`config.mk`:
```
export PLATFORM = sky130hd
export DESIGN_NAME = decode_top
export DESIGN_NICKNAME = d
export VERILOG_FILES = /design/src/logic/rv32_decode_pkg.sv /design/src/logic/decode_top.sv /design/src/logic/id_ex_reg.sv /design/src/logic/reg_file.sv /design/src/logic/id_stage.sv /design/src/logic/imm_extractor.sv
export SDC_FILE = /design/constraint.sdc
export NUM_CORES = 2
export LEC_CHECK = 0
export BUFFER_PORTS_ARGS = -buffer_cell sky130_fd_sc_hd__buf_2
export CORE_ASPECT_RATIO = 0.6
export CORE_MARGIN = 5
export CORE_UTILIZATION = 55
export DETAILED_ROUTE_END_ITERATION = 8
export PLACE_DENSITY_LB_ADDON = 0.05
export SETUP_SLACK_MARGIN = 0.2
export SLEW_MARGIN = 20
export SYNTH_ARGS = -nofsm -noshare
export SYNTH_HDL_FRONTEND = slang
export SYNTH_SLANG_ARGS = --single-unit
export TNS_END_PERCENT = 1
```
`constraint.sdc`:
```
create_clock -name clk -period 4.6 [get_ports clk]
set_input_delay 0 -clock clk [delete_from_list [all_inputs] [get_ports clk]]
set_output_delay 0 -clock clk [all_outputs]
set_load 0.01 [all_outputs]
```
`src/logic/rv32_decode_pkg.sv`:
```
package rv32_decode_pkg;

    // Datapath and field widths
    localparam int XLEN       = 32;
    localparam int REG_ADDR_W = 5;
    localparam int CSR_ADDR_W = 12;

    // Machine exception program counter
    localparam logic [CSR_ADDR_W-1:0] MEPC_ADDR = 12'h341;

    // Exact encodings of the two privileged words the decoder recognises
    localparam logic [XLEN-1:0] MRET_IR  = 32'b0011000_00010_00000_000_00000_1110011;
    localparam logic [XLEN-1:0] ECALL_IR = 32'b000000000000_00000_000_00000_1110011;

    // Major opcodes supported by the core, standard RV32I encodings
    typedef enum logic [6:0] {
        LUI    = 7'b0110111,
        AUIPC  = 7'b0010111,
        JAL    = 7'b1101111,
        JALR   = 7'b1100111,
        BRANCH = 7'b1100011,
        LOAD   = 7'b0000011,
        STORE  = 7'b0100011,
        OP_IMM = 7'b0010011,
        OP     = 7'b0110011,
        SYSTEM = 7'b1110011
    } opcode_e;

    // Immediate formats
    // CSR selects the zero-extended rs1 field (uimm of CSRxxI)
    // NONE yields zero
    typedef enum logic [2:0] {
        I     = 3'b000,
        B     = 3'b001,
        S     = 3'b010,
        U     = 3'b011,
        J     = 3'b100,
        SHAMT = 3'b101,
        CSR   = 3'b110,
        NONE  = 3'b111
    } imm_type_e;

endpackage
```
`src/logic/decode_top.sv`:
```
`timescale 1ns/1ps

module decode_top import rv32_decode_pkg::*; (
    input  logic                  clk,
    input  logic                  rst_n,
    // Fetch side
    input  logic                  in_valid,
    input  logic [XLEN-1:0]       in_instr,
    output logic                  in_ready,
    // CSR side
    input  logic                  ecall_cause,
    // Writeback side
    input  logic                  wb_en,
    input  logic [REG_ADDR_W-1:0] wb_rd,
    input  logic [XLEN-1:0]       wb_data,
    // Execute side
    input  logic                  out_ready,
    output logic                  out_valid,
    output logic [REG_ADDR_W-1:0] out_rd,
    output opcode_e               out_opcode,
    output logic [2:0]            out_funct3,
    output logic [6:0]            out_funct7,
    output logic [CSR_ADDR_W-1:0] out_csr_addr,
    output logic [XLEN-1:0]       out_imm,
    output logic [XLEN-1:0]       out_rs1_data,
    output logic [XLEN-1:0]       out_rs2_data,
    output logic                  out_wr_reg_n,
    output logic                  out_wr_csr_n,
    output logic                  out_is_mret,
    output logic                  out_is_ecall,
    output logic                  out_is_illegal
);

    logic [REG_ADDR_W-1:0] rs1;
    logic [REG_ADDR_W-1:0] rs2;
    logic [REG_ADDR_W-1:0] rd;
    opcode_e               opcode;
    logic [2:0]            funct3;
    logic [6:0]            funct7;
    logic [CSR_ADDR_W-1:0] csr_addr;
    logic [XLEN-1:0]       imm;
    logic [XLEN-1:0]       rs1_data;
    logic [XLEN-1:0]       rs2_data;
    logic                  wr_reg_n;
    logic                  wr_csr_n;
    logic                  is_mret;
    logic                  is_ecall;
    logic                  is_illegal;

    id_stage u_id_stage (
        .ir          (in_instr),
        .ecall_cause (ecall_cause),
        .rs1         (rs1),
        .rs2         (rs2),
        .rd          (rd),
        .opcode      (opcode),
        .funct3      (funct3),
        .funct7      (funct7),
        .csr_addr    (csr_addr),
        .imm         (imm),
        .wr_reg_n    (wr_reg_n),
        .wr_csr_n    (wr_csr_n),
        .is_mret     (is_mret),
        .is_ecall    (is_ecall),
        .is_illegal  (is_illegal)
    );

    // Operands are read in the decode cycle and captured with the instruction
    reg_file u_reg_file (
        .clk      (clk),
        .rst_n    (rst_n),
        .rs1_addr (rs1),
        .rs2_addr (rs2),
        .wb_en    (wb_en),
        .wb_rd    (wb_rd),
        .wb_data  (wb_data),
        .rs1_data (rs1_data),
        .rs2_data (rs2_data)
    );

    id_ex_reg u_id_ex_reg (
        .clk            (clk),
        .rst_n          (rst_n),
        .in_valid       (in_valid),
        .out_ready      (out_ready),
        .rd             (rd),
        .opcode         (opcode),
        .funct3         (funct3),
        .funct7         (funct7),
        .csr_addr       (csr_addr),
        .imm            (imm),
        .rs1_data       (rs1_data),
        .rs2_data       (rs2_data),
        .wr_reg_n       (wr_reg_n),
        .wr_csr_n       (wr_csr_n),
        .is_mret        (is_mret),
        .is_ecall       (is_ecall),
        .is_illegal     (is_illegal),
        .in_ready       (in_ready),
        .out_valid      (out_valid),
        .out_rd         (out_rd),
        .out_opcode     (out_opcode),
        .out_funct3     (out_funct3),
        .out_funct7     (out_funct7),
        .out_csr_addr   (out_csr_addr),
        .out_imm        (out_imm),
        .out_rs1_data   (out_rs1_data),
        .out_rs2_data   (out_rs2_data),
        .out_wr_reg_n   (out_wr_reg_n),
        .out_wr_csr_n   (out_wr_csr_n),
        .out_is_mret    (out_is_mret),
        .out_is_ecall   (out_is_ecall),
        .out_is_illegal (out_is_illegal)
    );

endmodule

```
`src/logic/id_ex_reg.sv`:
```
`timescale 1ns/1ps

module id_ex_reg import rv32_decode_pkg::*; (
    input  logic                  clk,
    input  logic                  rst_n,
    input  logic                  in_valid,
    input  logic                  out_ready,
    input  logic [REG_ADDR_W-1:0] rd,
    input  opcode_e               opcode,
    input  logic [2:0]            funct3,
    input  logic [6:0]            funct7,
    input  logic [CSR_ADDR_W-1:0] csr_addr,
    input  logic [XLEN-1:0]       imm,
    input  logic [XLEN-1:0]       rs1_data,
    input  logic [XLEN-1:0]       rs2_data,
    input  logic                  wr_reg_n,
    input  logic                  wr_csr_n,
    input  logic                  is_mret,
    input  logic                  is_ecall,
    input  logic                  is_illegal,
    output logic                  in_ready,
    output logic                  out_valid,
    output logic [REG_ADDR_W-1:0] out_rd,
    output opcode_e               out_opcode,
    output logic [2:0]            out_funct3,
    output logic [6:0]            out_funct7,
    output logic [CSR_ADDR_W-1:0] out_csr_addr,
    output logic [XLEN-1:0]       out_imm,
    output logic [XLEN-1:0]       out_rs1_data,
    output logic [XLEN-1:0]       out_rs2_data,
    output logic                  out_wr_reg_n,
    output logic                  out_wr_csr_n,
    output logic                  out_is_mret,
    output logic                  out_is_ecall,
    output logic                  out_is_illegal
);

    logic load;

    // Slot frees up on the same edge the held entry drains
    assign in_ready = !out_valid || out_ready;
    assign load     = in_valid && in_ready;

    always_ff @(posedge clk) begin
        if (!rst_n) begin
            out_valid <= 1'b0;
        end else if (in_ready) begin
            out_valid <= in_valid;
        end
    end

    always_ff @(posedge clk) begin
        if (load) begin
            out_rd         <= rd;
            out_opcode     <= opcode;
            out_funct3     <= funct3;
            out_funct7     <= funct7;
            out_csr_addr   <= csr_addr;
            out_imm        <= imm;
            out_rs1_data   <= rs1_data;
            out_rs2_data   <= rs2_data;
            out_wr_reg_n   <= wr_reg_n;
            out_wr_csr_n   <= wr_csr_n;
            out_is_mret    <= is_mret;
            out_is_ecall   <= is_ecall;
            out_is_illegal <= is_illegal;
        end
    end

endmodule

```
`src/logic/reg_file.sv`:
```
`timescale 1ns/1ps

module reg_file import rv32_decode_pkg::*; (
    input  logic                  clk,
    input  logic                  rst_n,
    input  logic [REG_ADDR_W-1:0] rs1_addr,
    input  logic [REG_ADDR_W-1:0] rs2_addr,
    input  logic                  wb_en,
    input  logic [REG_ADDR_W-1:0] wb_rd,
    input  logic [XLEN-1:0]       wb_data,
    output logic [XLEN-1:0]       rs1_data,
    output logic [XLEN-1:0]       rs2_data
);

    logic [XLEN-1:0] regs [0:31];

    // x0 is hardwired, writes to it are dropped
    always_ff @(posedge clk) begin
        if (!rst_n) begin
            for (int i = 0; i < 32; i++) begin
                regs[i] <= '0;
            end
        end else if (wb_en && (wb_rd != '0)) begin
            regs[wb_rd] <= wb_data;
        end
    end

    // Read with writeback bypass
    always_comb begin
        if (rs1_addr == '0) begin
            rs1_data = '0;
        end else if (wb_en && (wb_rd == rs1_addr)) begin
            rs1_data = wb_data;
        end else begin
            rs1_data = regs[rs1_addr];
        end
    end

    always_comb begin
        if (rs2_addr == '0) begin
            rs2_data = '0;
        end else if (wb_en && (wb_rd == rs2_addr)) begin
            rs2_data = wb_data;
        end else begin
            rs2_data = regs[rs2_addr];
        end
    end

endmodule

```
`src/logic/id_stage.sv`:
```
`timescale 1ns/1ps

module id_stage import rv32_decode_pkg::*; (
    // From fetch
    input  logic [XLEN-1:0]       ir,
    // From the CSR file, last exception was an ecall
    input  logic                  ecall_cause,
    // Register file read addresses
    output logic [REG_ADDR_W-1:0] rs1,
    output logic [REG_ADDR_W-1:0] rs2,
    // Decoded fields towards execute
    output logic [REG_ADDR_W-1:0] rd,
    output opcode_e               opcode,
    output logic [2:0]            funct3,
    output logic [6:0]            funct7,
    output logic [CSR_ADDR_W-1:0] csr_addr,
    output logic [XLEN-1:0]       imm,
    // Active low write enables
    output logic                  wr_reg_n,
    output logic                  wr_csr_n,
    output logic                  is_mret,
    output logic                  is_ecall,
    output logic                  is_illegal
);

    imm_type_e       imm_type;
    logic [XLEN-1:0] raw_imm;
    logic            is_csr_op;
    logic            writes_rd;
    logic            alt_funct7_ok;

    // Field split
    assign opcode = opcode_e'(ir[6:0]);
    assign rd     = ir[11:7];
    assign funct3 = ir[14:12];
    assign rs1    = ir[19:15];
    assign rs2    = ir[24:20];
    assign funct7 = ir[31:25];

    assign is_mret  = (ir == MRET_IR);
    assign is_ecall = (ir == ECALL_IR);

    // mret reads mepc so the return address comes out of the CSR path
    assign csr_addr = is_mret ? MEPC_ADDR : ir[31:20];

    always_comb begin
        case (opcode)
            LUI, AUIPC: begin
                imm_type = U;
            end
            JAL: begin
                imm_type = J;
            end
            JALR, LOAD: begin
                imm_type = I;
            end
            BRANCH: begin
                imm_type = B;
            end
            STORE: begin
                imm_type = S;
            end
            OP_IMM: begin
                // SLLI, SRLI and SRAI carry a shift amount
                if (funct3 == 3'b001 || funct3 == 3'b101) begin
                    imm_type = SHAMT;
                end else begin
                    imm_type = I;
                end
            end
            SYSTEM: begin
                imm_type = CSR;
            end
            default: begin
                imm_type = NONE;
            end
        endcase
    end

    imm_extractor u_imm_extractor (
        .instr    (ir),
        .imm_type (imm_type),
        .imm      (raw_imm)
    );

    // Returning from an ecall skips the trapping instruction, so mepc + 4
    assign imm = (is_mret && ecall_cause) ? 32'd4 : raw_imm;

    // funct7 of 0100000 selects SUB / SRA / SRAI
    assign alt_funct7_ok = (funct7 == 7'b0000000) || (funct7 == 7'b0100000);

    always_comb begin
        case (opcode)
            LUI, AUIPC, JAL: begin
                is_illegal = 1'b0;
            end
            JALR: begin
                is_illegal = (funct3 != 3'b000);
            end
            BRANCH: begin
                is_illegal = (funct3 == 3'b010) || (funct3 == 3'b011);
            end
            LOAD: begin
                is_illegal = (funct3 == 3'b011) || (funct3 == 3'b110) || (funct3 == 3'b111);
            end
            STORE: begin
                is_illegal = (funct3 > 3'b010);
            end
            OP_IMM: begin
                if (funct3 == 3'b001) begin
                    is_illegal = (funct7 != 7'b0000000);
                end else if (funct3 == 3'b101) begin
                    is_illegal = !alt_funct7_ok;
                end else begin
                    is_illegal = 1'b0;
                end
            end
            OP: begin
                if (funct3 == 3'b000 || funct3 == 3'b101) begin
                    is_illegal = !alt_funct7_ok;
                end else begin
                    is_illegal = (funct7 != 7'b0000000);
                end
            end
            SYSTEM: begin
                // funct3 000 is the privileged group, only mret and ecall supported
                if (funct3 == 3'b000) begin
                    is_illegal = !(is_mret || is_ecall);
                end else begin
                    is_illegal = (funct3 == 3'b100);
                end
            end
            default: begin
                is_illegal = 1'b1;
            end
        endcase
    end

    // CSR instructions share SYSTEM with ecall/mret but never use funct3 000
    assign is_csr_op = (opcode == SYSTEM) && (funct3 != 3'b000);

    assign writes_rd = (opcode == LUI) || (opcode == AUIPC) || (opcode == OP_IMM) ||
                       (opcode == OP) || (opcode == LOAD) || (opcode == JAL) ||
                       (opcode == JALR) || is_csr_op;

    assign wr_reg_n = is_illegal || (rd == '0) || !writes_rd;

    // CSRRS with x0 is a plain CSR read
    assign wr_csr_n = is_illegal || !is_csr_op || ((funct3 == 3'b010) && (rs1 == '0));

endmodule

```
`src/logic/imm_extractor.sv`:
```
`timescale 1ns/1ps

module imm_extractor import rv32_decode_pkg::*; (
    input  logic [XLEN-1:0] instr,
    input  imm_type_e       imm_type,
    output logic [XLEN-1:0] imm
);

    // Sign bit of every signed format sits at bit 31
    logic sign;

    assign sign = instr[31];

    always_comb begin
        case (imm_type)
            I: begin
                imm = {{20{sign}}, instr[31:20]};
            end
            S: begin
                imm = {{20{sign}}, instr[31:25], instr[11:7]};
            end
            B: begin
                // Branch offsets are even, bit 0 is implied
                imm = {{19{sign}}, sign, instr[7], instr[30:25], instr[11:8], 1'b0};
            end
            U: begin
                imm = {instr[31:12], 12'b0};
            end
            J: begin
                imm = {{11{sign}}, sign, instr[19:12], instr[20], instr[30:21], 1'b0};
            end
            SHAMT: begin
                imm = {27'b0, instr[24:20]};
            end
            CSR: begin
                // uimm of the immediate CSR forms lives in the rs1 slot
                imm = {27'b0, instr[19:15]};
            end
            default: begin
                imm = '0;
            end
        endcase
    end

endmodule

```
======== Yosys cells after proc, flatten, opt, wreduce, memory -nomap -nowiden ========
Memory sizes are Yosys's and may differ from the RTL's.
Cells that the tools add are included.
Widths: inputs -> output; s select.
word-level totals
  register bits ........................... 136
  input port bits ......................... 75
  RAM bits ................................ 1024
  memories ................................ 1
  output and inout bits ................... 137
memories
  memory           depth  bits a word  rd ports  clocked after Yosys merged registers in  wr ports  line            source
  u_reg_file.regs  32     32           2         0                                        32        reg_file.sv:15  logic [XLEN-1:0] regs [0:31];
cells by class
  magnitude comparators ................... 1
  equal/unequal tests ..................... 28
  reductions and logical operators ........ 44
  multiplexer cells ....................... 17
operator list
  operator              number
  $pmux 32 s7           1
  $mux 32               3
  $eq 32x30->1 const B  1
  $eq 32x7->1 const B   1
  $reduce_or 32->1      1
  $eq 7x6->1 const B    4
  $eq 7x7->1 const B    4
  $eq 3x3->1 const B    7
  $pmux 3 s7            1
  $logic_or 1x1->1      19
  $logic_not 5->1       3
  $eq 7x5->1 const B    2
  $eq 3x2->1 const B    4
  $eq 5x5->1            2
  $mux 1                9
  $pmux 1 s8            1
  $eq 7x2->1 const B    1
  $logic_and 1x1->1     7
  $logic_not 7->1       1
  $reduce_bool 7->1     1
  $eq 3x1->1 const B    2
  $logic_not 3->1       2
  $logic_not 1->1       5
  $mux 5                1
  6 further kinds       7

======== Longest topological paths before layout ========
  depth after elaboration ................. 10
  depth in mapped cells ................... 10
  depth with buffers taken out ............ 5

======== Cells and area by module ========
From an unflattened synthesis, not the netlist that was laid out.
second synthesis, totals
  cells, all modules ...................... 4198
  area total of the unflattened synthesis .. 61097.3 µm²
by module, submodules not included
  module         cells each  area an instance (µm²)  instances
  reg_file       3818        55315.6                 1
  id_ex_reg      140         4111.4                  1
  id_stage       159         1113.6                  1
  imm_extractor  81          556.8                   1

======== Worst setup path before layout ========
No wires, ideal clock.
  kind .................................... reg-to-reg
  start point ............................. reg u_id_ex_reg.out_valid
  end point ............................... reg u_id_ex_reg.out_csr_addr[0] (enable)
  stages on the path, launching flop included .. 3
  setup slack ............................. 0.465 ns
  data required time ...................... 4.089 ns
  library setup time ...................... 0.511 ns
  arrival ................................. 3.624 ns
  cell sequence ........................... dfxtp_1 -> nand2b_1 -> and2_1
between the ends
  longest elaborated chain between the ends .. 3
RTL lines
  element                   line             source
  start: declaration        id_ex_reg.sv:22  output logic out_valid,
  start signal: assignment  id_ex_reg.sv:48  out_valid <= in_valid;
  $logic_not 1->1           id_ex_reg.sv:41  assign in_ready = !out_valid || out_ready;
  $logic_or 1x1->1          id_ex_reg.sv:41
  via in_ready              decode_top.sv:9  output logic in_ready,
  $logic_and 1x1->1         id_ex_reg.sv:42  assign load = in_valid && in_ready;
  via u_id_ex_reg.load      id_ex_reg.sv:38  logic load;
  end signal: assignment    id_ex_reg.sv:58  out_csr_addr <= csr_addr;
  end: declaration          id_ex_reg.sv:27  output logic [CSR_ADDR_W-1:0] out_csr_addr,
The timed path passes the listed nets, and every way through them passes these cells.
A chain may end at the register's enable or synchronous reset.

======== Worst setup path in the final report ========
  start point ............................. in in_instr[22]
  end point ............................... reg u_id_ex_reg.out_rs2_data[23] (data pin)
between the ends
  longest elaborated chain between the ends .. 3
RTL lines
  element                                                                line             source
  start: declaration                                                     decode_top.sv:8  input logic [XLEN-1:0] in_instr,
  parallel branches: the longest is 3 deep, another holds $mem_v2 32x32  --
  end signal: assignment                                                 id_ex_reg.sv:61  out_rs2_data <= rs2_data;
  end: declaration                                                       id_ex_reg.sv:30  output logic [XLEN-1:0] out_rs2_data,
Several ways; the timed one is not identified.

==> summary.txt <==
Outcome
  – Outcome: finished, final reports clean

Floorplan
  – Initial Util: 0.556
  – Floorplan core area: about 0.11 mm2
  – DIE AREA: about 0.12 mm2
  – Die Ht: roughly 270 um
  – # IOs: 212
  – Row Count: 93
  – Die W: around 440 um

Final layout
  – Area grow syn2layout: 12.7%
  – Share of layout cells above drive strength 1: 0.237
  – FILL cells: 7929
  – Nets@finish: around 4300
  – Multi-input gate area: ~0.024 mm2
  – Register area: ~0.035 mm2

Routing
  – WL final: between 200000 and 250000 um
  – Final ANT Viol Nets: 0
  – Wirelength per Cell: 38.2 um
  – First drt pass iteration count: 7
  – Via density: 7.06
  – Drt initial violations: 7579
  – Via Count: between 40000 and 50000
  – DRC Markers: 0

Timing
  – Final hold violations: 0
  – RSZ-0062 raised after global routing: no
  – Final Setup Violations: 0
  – Achievable Freq: around 0.35 GHz
  – Min Clock Period, post-route: 2870 ps
  – Worst-Margin Slew: 1250 ps
  – Crit share post-route: 0.624
  – TNS Setup: 0 ps
  – Skew final: roughly 25 ps
  – Slew Limit Fails: 0
  – Worst rel slew slack: 0.162

Pwr
  – Leak: ~24 nW
  – Power density cells: around 370 mW/mm2
  – Overall Power: 24.9 mW
  – Peak supply drop: 0.319 mV

Synth
  – Syn Std Cell Area: approximately 0.06 mm2
  – EDFF count, synth: 1159
  – Simple-gate share of the synthesized area: 0.131
  – Most used DFF post-synth: edfxtp_1
  – Synth Area in Adders: 0
  – Largest family of logic cells by synthesized area: multiplexers
  – Post-synthesis mux area share: 0.203
  – Asr flop ratio synth: 0
  – Yosys warning count: 0
  – Seq/Total Area, Yosys: 0.581
  – Avg Cell Area, Syn: about 15 um2
  – Synth unique cells: between 50 and 60
  – Synth Area in Compound Gates: 0.0532
  – Synth Register Bits: ~1200
  – Cells after Synth: between 4000 and 5000
  – Post-Synth XOR/XNOR Area: 0.00161

Worst hold path
  – Hold path cells: 3
  – Min-Delay Path Class: primary input to flip-flop
  – Hold wc startpoint: in_instr[15]

Clocking
  – Num CTS Buffers: roughly 110
  – H-tree depth: 3
  – Post-CTS Setup Repair Bufs: 0
  – Maximum clock path buffer count: 3
  – TritonCTS clock tree: built
  – Clk Latency, worst-skew pair: ~740 ps
  – Clk sink count: between 1000 and 1500
  – Clk slew on worst S/H paths: 60 ps
  – Clk Tree Root Cell: clkbuf_16

Critical path
  – Reg2reg path depth: 3
  – Worst Path Buf+Inv: 3
  – Max stage delay on crit path: 860 ps
  – CP startpoint kind: primary input
  – Reg2reg start: u_id_ex_reg.out_valid
  – CP Class: primary input to flip-flop
  – Stages on worst setup path: 7
  – Crit path DAT: between 3000 and 4000 ps
  – Worst-path maximum fanout: 41
  – Critical path startpoint: in_instr[22]
  – Slowest CP cell: or3_2
  – CP endpoint kind: flip-flop
  – Worst reg2reg setup slack: 2440 ps
  – CP required: a little over 5000 ps
  – CP delay by family, top: simple AND/OR/NAND/NOR gates
  – CP Cell Sequence: dlygate4sd3_1 > buf_6 > or3_2 > nor3_1 > nor2_4 > buf_16 > a32o_1

Global route
  – GRT Util Overall: 0.377
  – First-pass GRT wire length: a little over 300000 um
  – GRT overflow: 0
  – Initial antenna violation count: 14
  – Vias in the first global route: 39000
  – Largest net degree at the start of global routing: 80

Run
  – Max-cap violations: 0

Placed design
  – DP Wirelength: ~130000 um
  – Port bufs: approximately 210
  – RD Place Congestion: roughly 0.9
## layout make-up
cell class	instances	area share
flip-flops and latches	1160	0.516
multi-input cells	2548	0.357
repair buffers	429	0.0492
clock buffers	131	0.0422
well taps	1425	0.0264
clock inverters	65	0.00902
diodes	13	0.000482
inverters	8	0.000463
## where the power goes
group          internal, mW  leakage [nW]  switching, mW  total [mW]
Clock                  5.02          1.67           4.17        9.18
Combinational          1.20          11.1           1.83        3.03
Sequential             12.3          11.1          0.370        12.6
## through the flow
stage / hold slack, ps / instance area [um2] / setup WS (ps) / util / instances
final: 48.3 / 67500 / 1730 / 0.627 / 5779
after global routing: 47.0 / 67500 / 1720 / 0.626 / 5768
after CTS: 1.75 / 67400 / 1690 / 0.626 / 5764
after detailed placement: 218 / 63300 / 1450 / 0.587 / 5500
after global placement: 213 / 63200 / 1360 / 0.587 / 5495
after floorplan: 98.9 / 60100 / 465 / - / 4149
## synthesized netlist by cell type (19+ instances only)
master | number | area, um2
a211oi_1 | 24 | 180
a21oi_1 | 45 | 225
a221oi_1 | 19 | 166
a22oi_1 | 64 | 480
a32o_1 | 47 | 470
and2_1 | 1006 | 6290
buf_2 | 84 | 420
clkbuf_1 | 319 | 1200
edfxtp_1 | 1159 | 34800
mux2_2 | 34 | 383
mux2i_1 | 281 | 2810
mux4_2 | 398 | 8960
nand2_1 | 114 | 428
nand3_1 | 37 | 185
nor2_1 | 97 | 364
nor3_1 | 19 | 95.1
o21ai_0 | 90 | 450
o221ai_1 | 32 | 280
o22ai_1 | 59 | 369
## final timing paths
path / to
worst max-delay path: u_id_ex_reg.out_rs2_data[23]
worst min-delay path: u_id_ex_reg.out_imm[15]
worst min register to register: u_id_ex_reg.out_rs1_data[0]
worst max register to register: u_id_ex_reg.out_rs2_data[9]
## layout by cell type, fill, tap and decap left out, types with 25 or more instances in the layout
master | netlist | final
a21oi_1 | 45 | 45
a22oi_1 | 64 | 64
a32o_1 | 47 | 47
and2_1 | 1006 | 1005
buf_12 | 0 | 26
buf_2 | 84 | 202
buf_4 | 14 | 122
clkbuf_16 | 0 | 111
clkinv_1 | 0 | 25
conb_1 | 1 | 32
dlygate4sd3_1 | 0 | 68
edfxtp_1 | 1159 | 1159
mux2_2 | 34 | 34
mux2i_1 | 281 | 281
mux4_2 | 398 | 398
nand2_1 | 114 | 113
nand3_1 | 37 | 36
nor2_1 | 97 | 63
nor2_4 | 0 | 34
o21ai_0 | 90 | 59
o21ai_4 | 0 | 31
o221ai_1 | 32 | 32
o22ai_1 | 59 | 59
## flip-flops by register name, summed over array words and instances, names as in the netlist
name                        cells
u_reg_file.regs              1024
u_id_ex_reg.out_imm            32
u_id_ex_reg.out_rs1_data       32
u_id_ex_reg.out_rs2_data       32
u_id_ex_reg.out_csr_addr       12
u_id_ex_reg.out_funct7          7
u_id_ex_reg.out_opcode          7
u_id_ex_reg.out_rd              5
u_id_ex_reg.out_funct3          3
u_id_ex_reg.out_is_ecall        1
u_id_ex_reg.out_is_illegal      1
u_id_ex_reg.out_is_mret         1
u_id_ex_reg.out_valid           1
u_id_ex_reg.out_wr_csr_n        1
u_id_ex_reg.out_wr_reg_n        1
## cell families (layout without fill, tap and decap cells)
family	count (synthesis)	in the layout
flip-flops	1160	1160
AO/OA/AOI/OAI	450	450
other	1	45
AND/OR/NAND/NOR	1342	1342
buffers and inverters	441	633
multiplexers	713	713
XOR/XNOR	11	11
## repair_timing
item	CTS	global route
hold buffers	68	0
gates resized for setup	0	0
hold endpoints to repair	1068	0
## metal layers
metal	global-route usage	share of wire
met1	0.556	0.39
met2	0.510	0.41
met3	0.134	0.16
met4	0.154	0.045
met5	0	0.000059
## worst register-to-register path: cells and delay by family, from the launching register on
kind | cells | cell delay [ps]
DFF | 1 | 310
and+or+nand+nor | 2 | 780
buffers and inverters | 1 | 670
No activity file was read; power rests on OpenSTA's default activity.
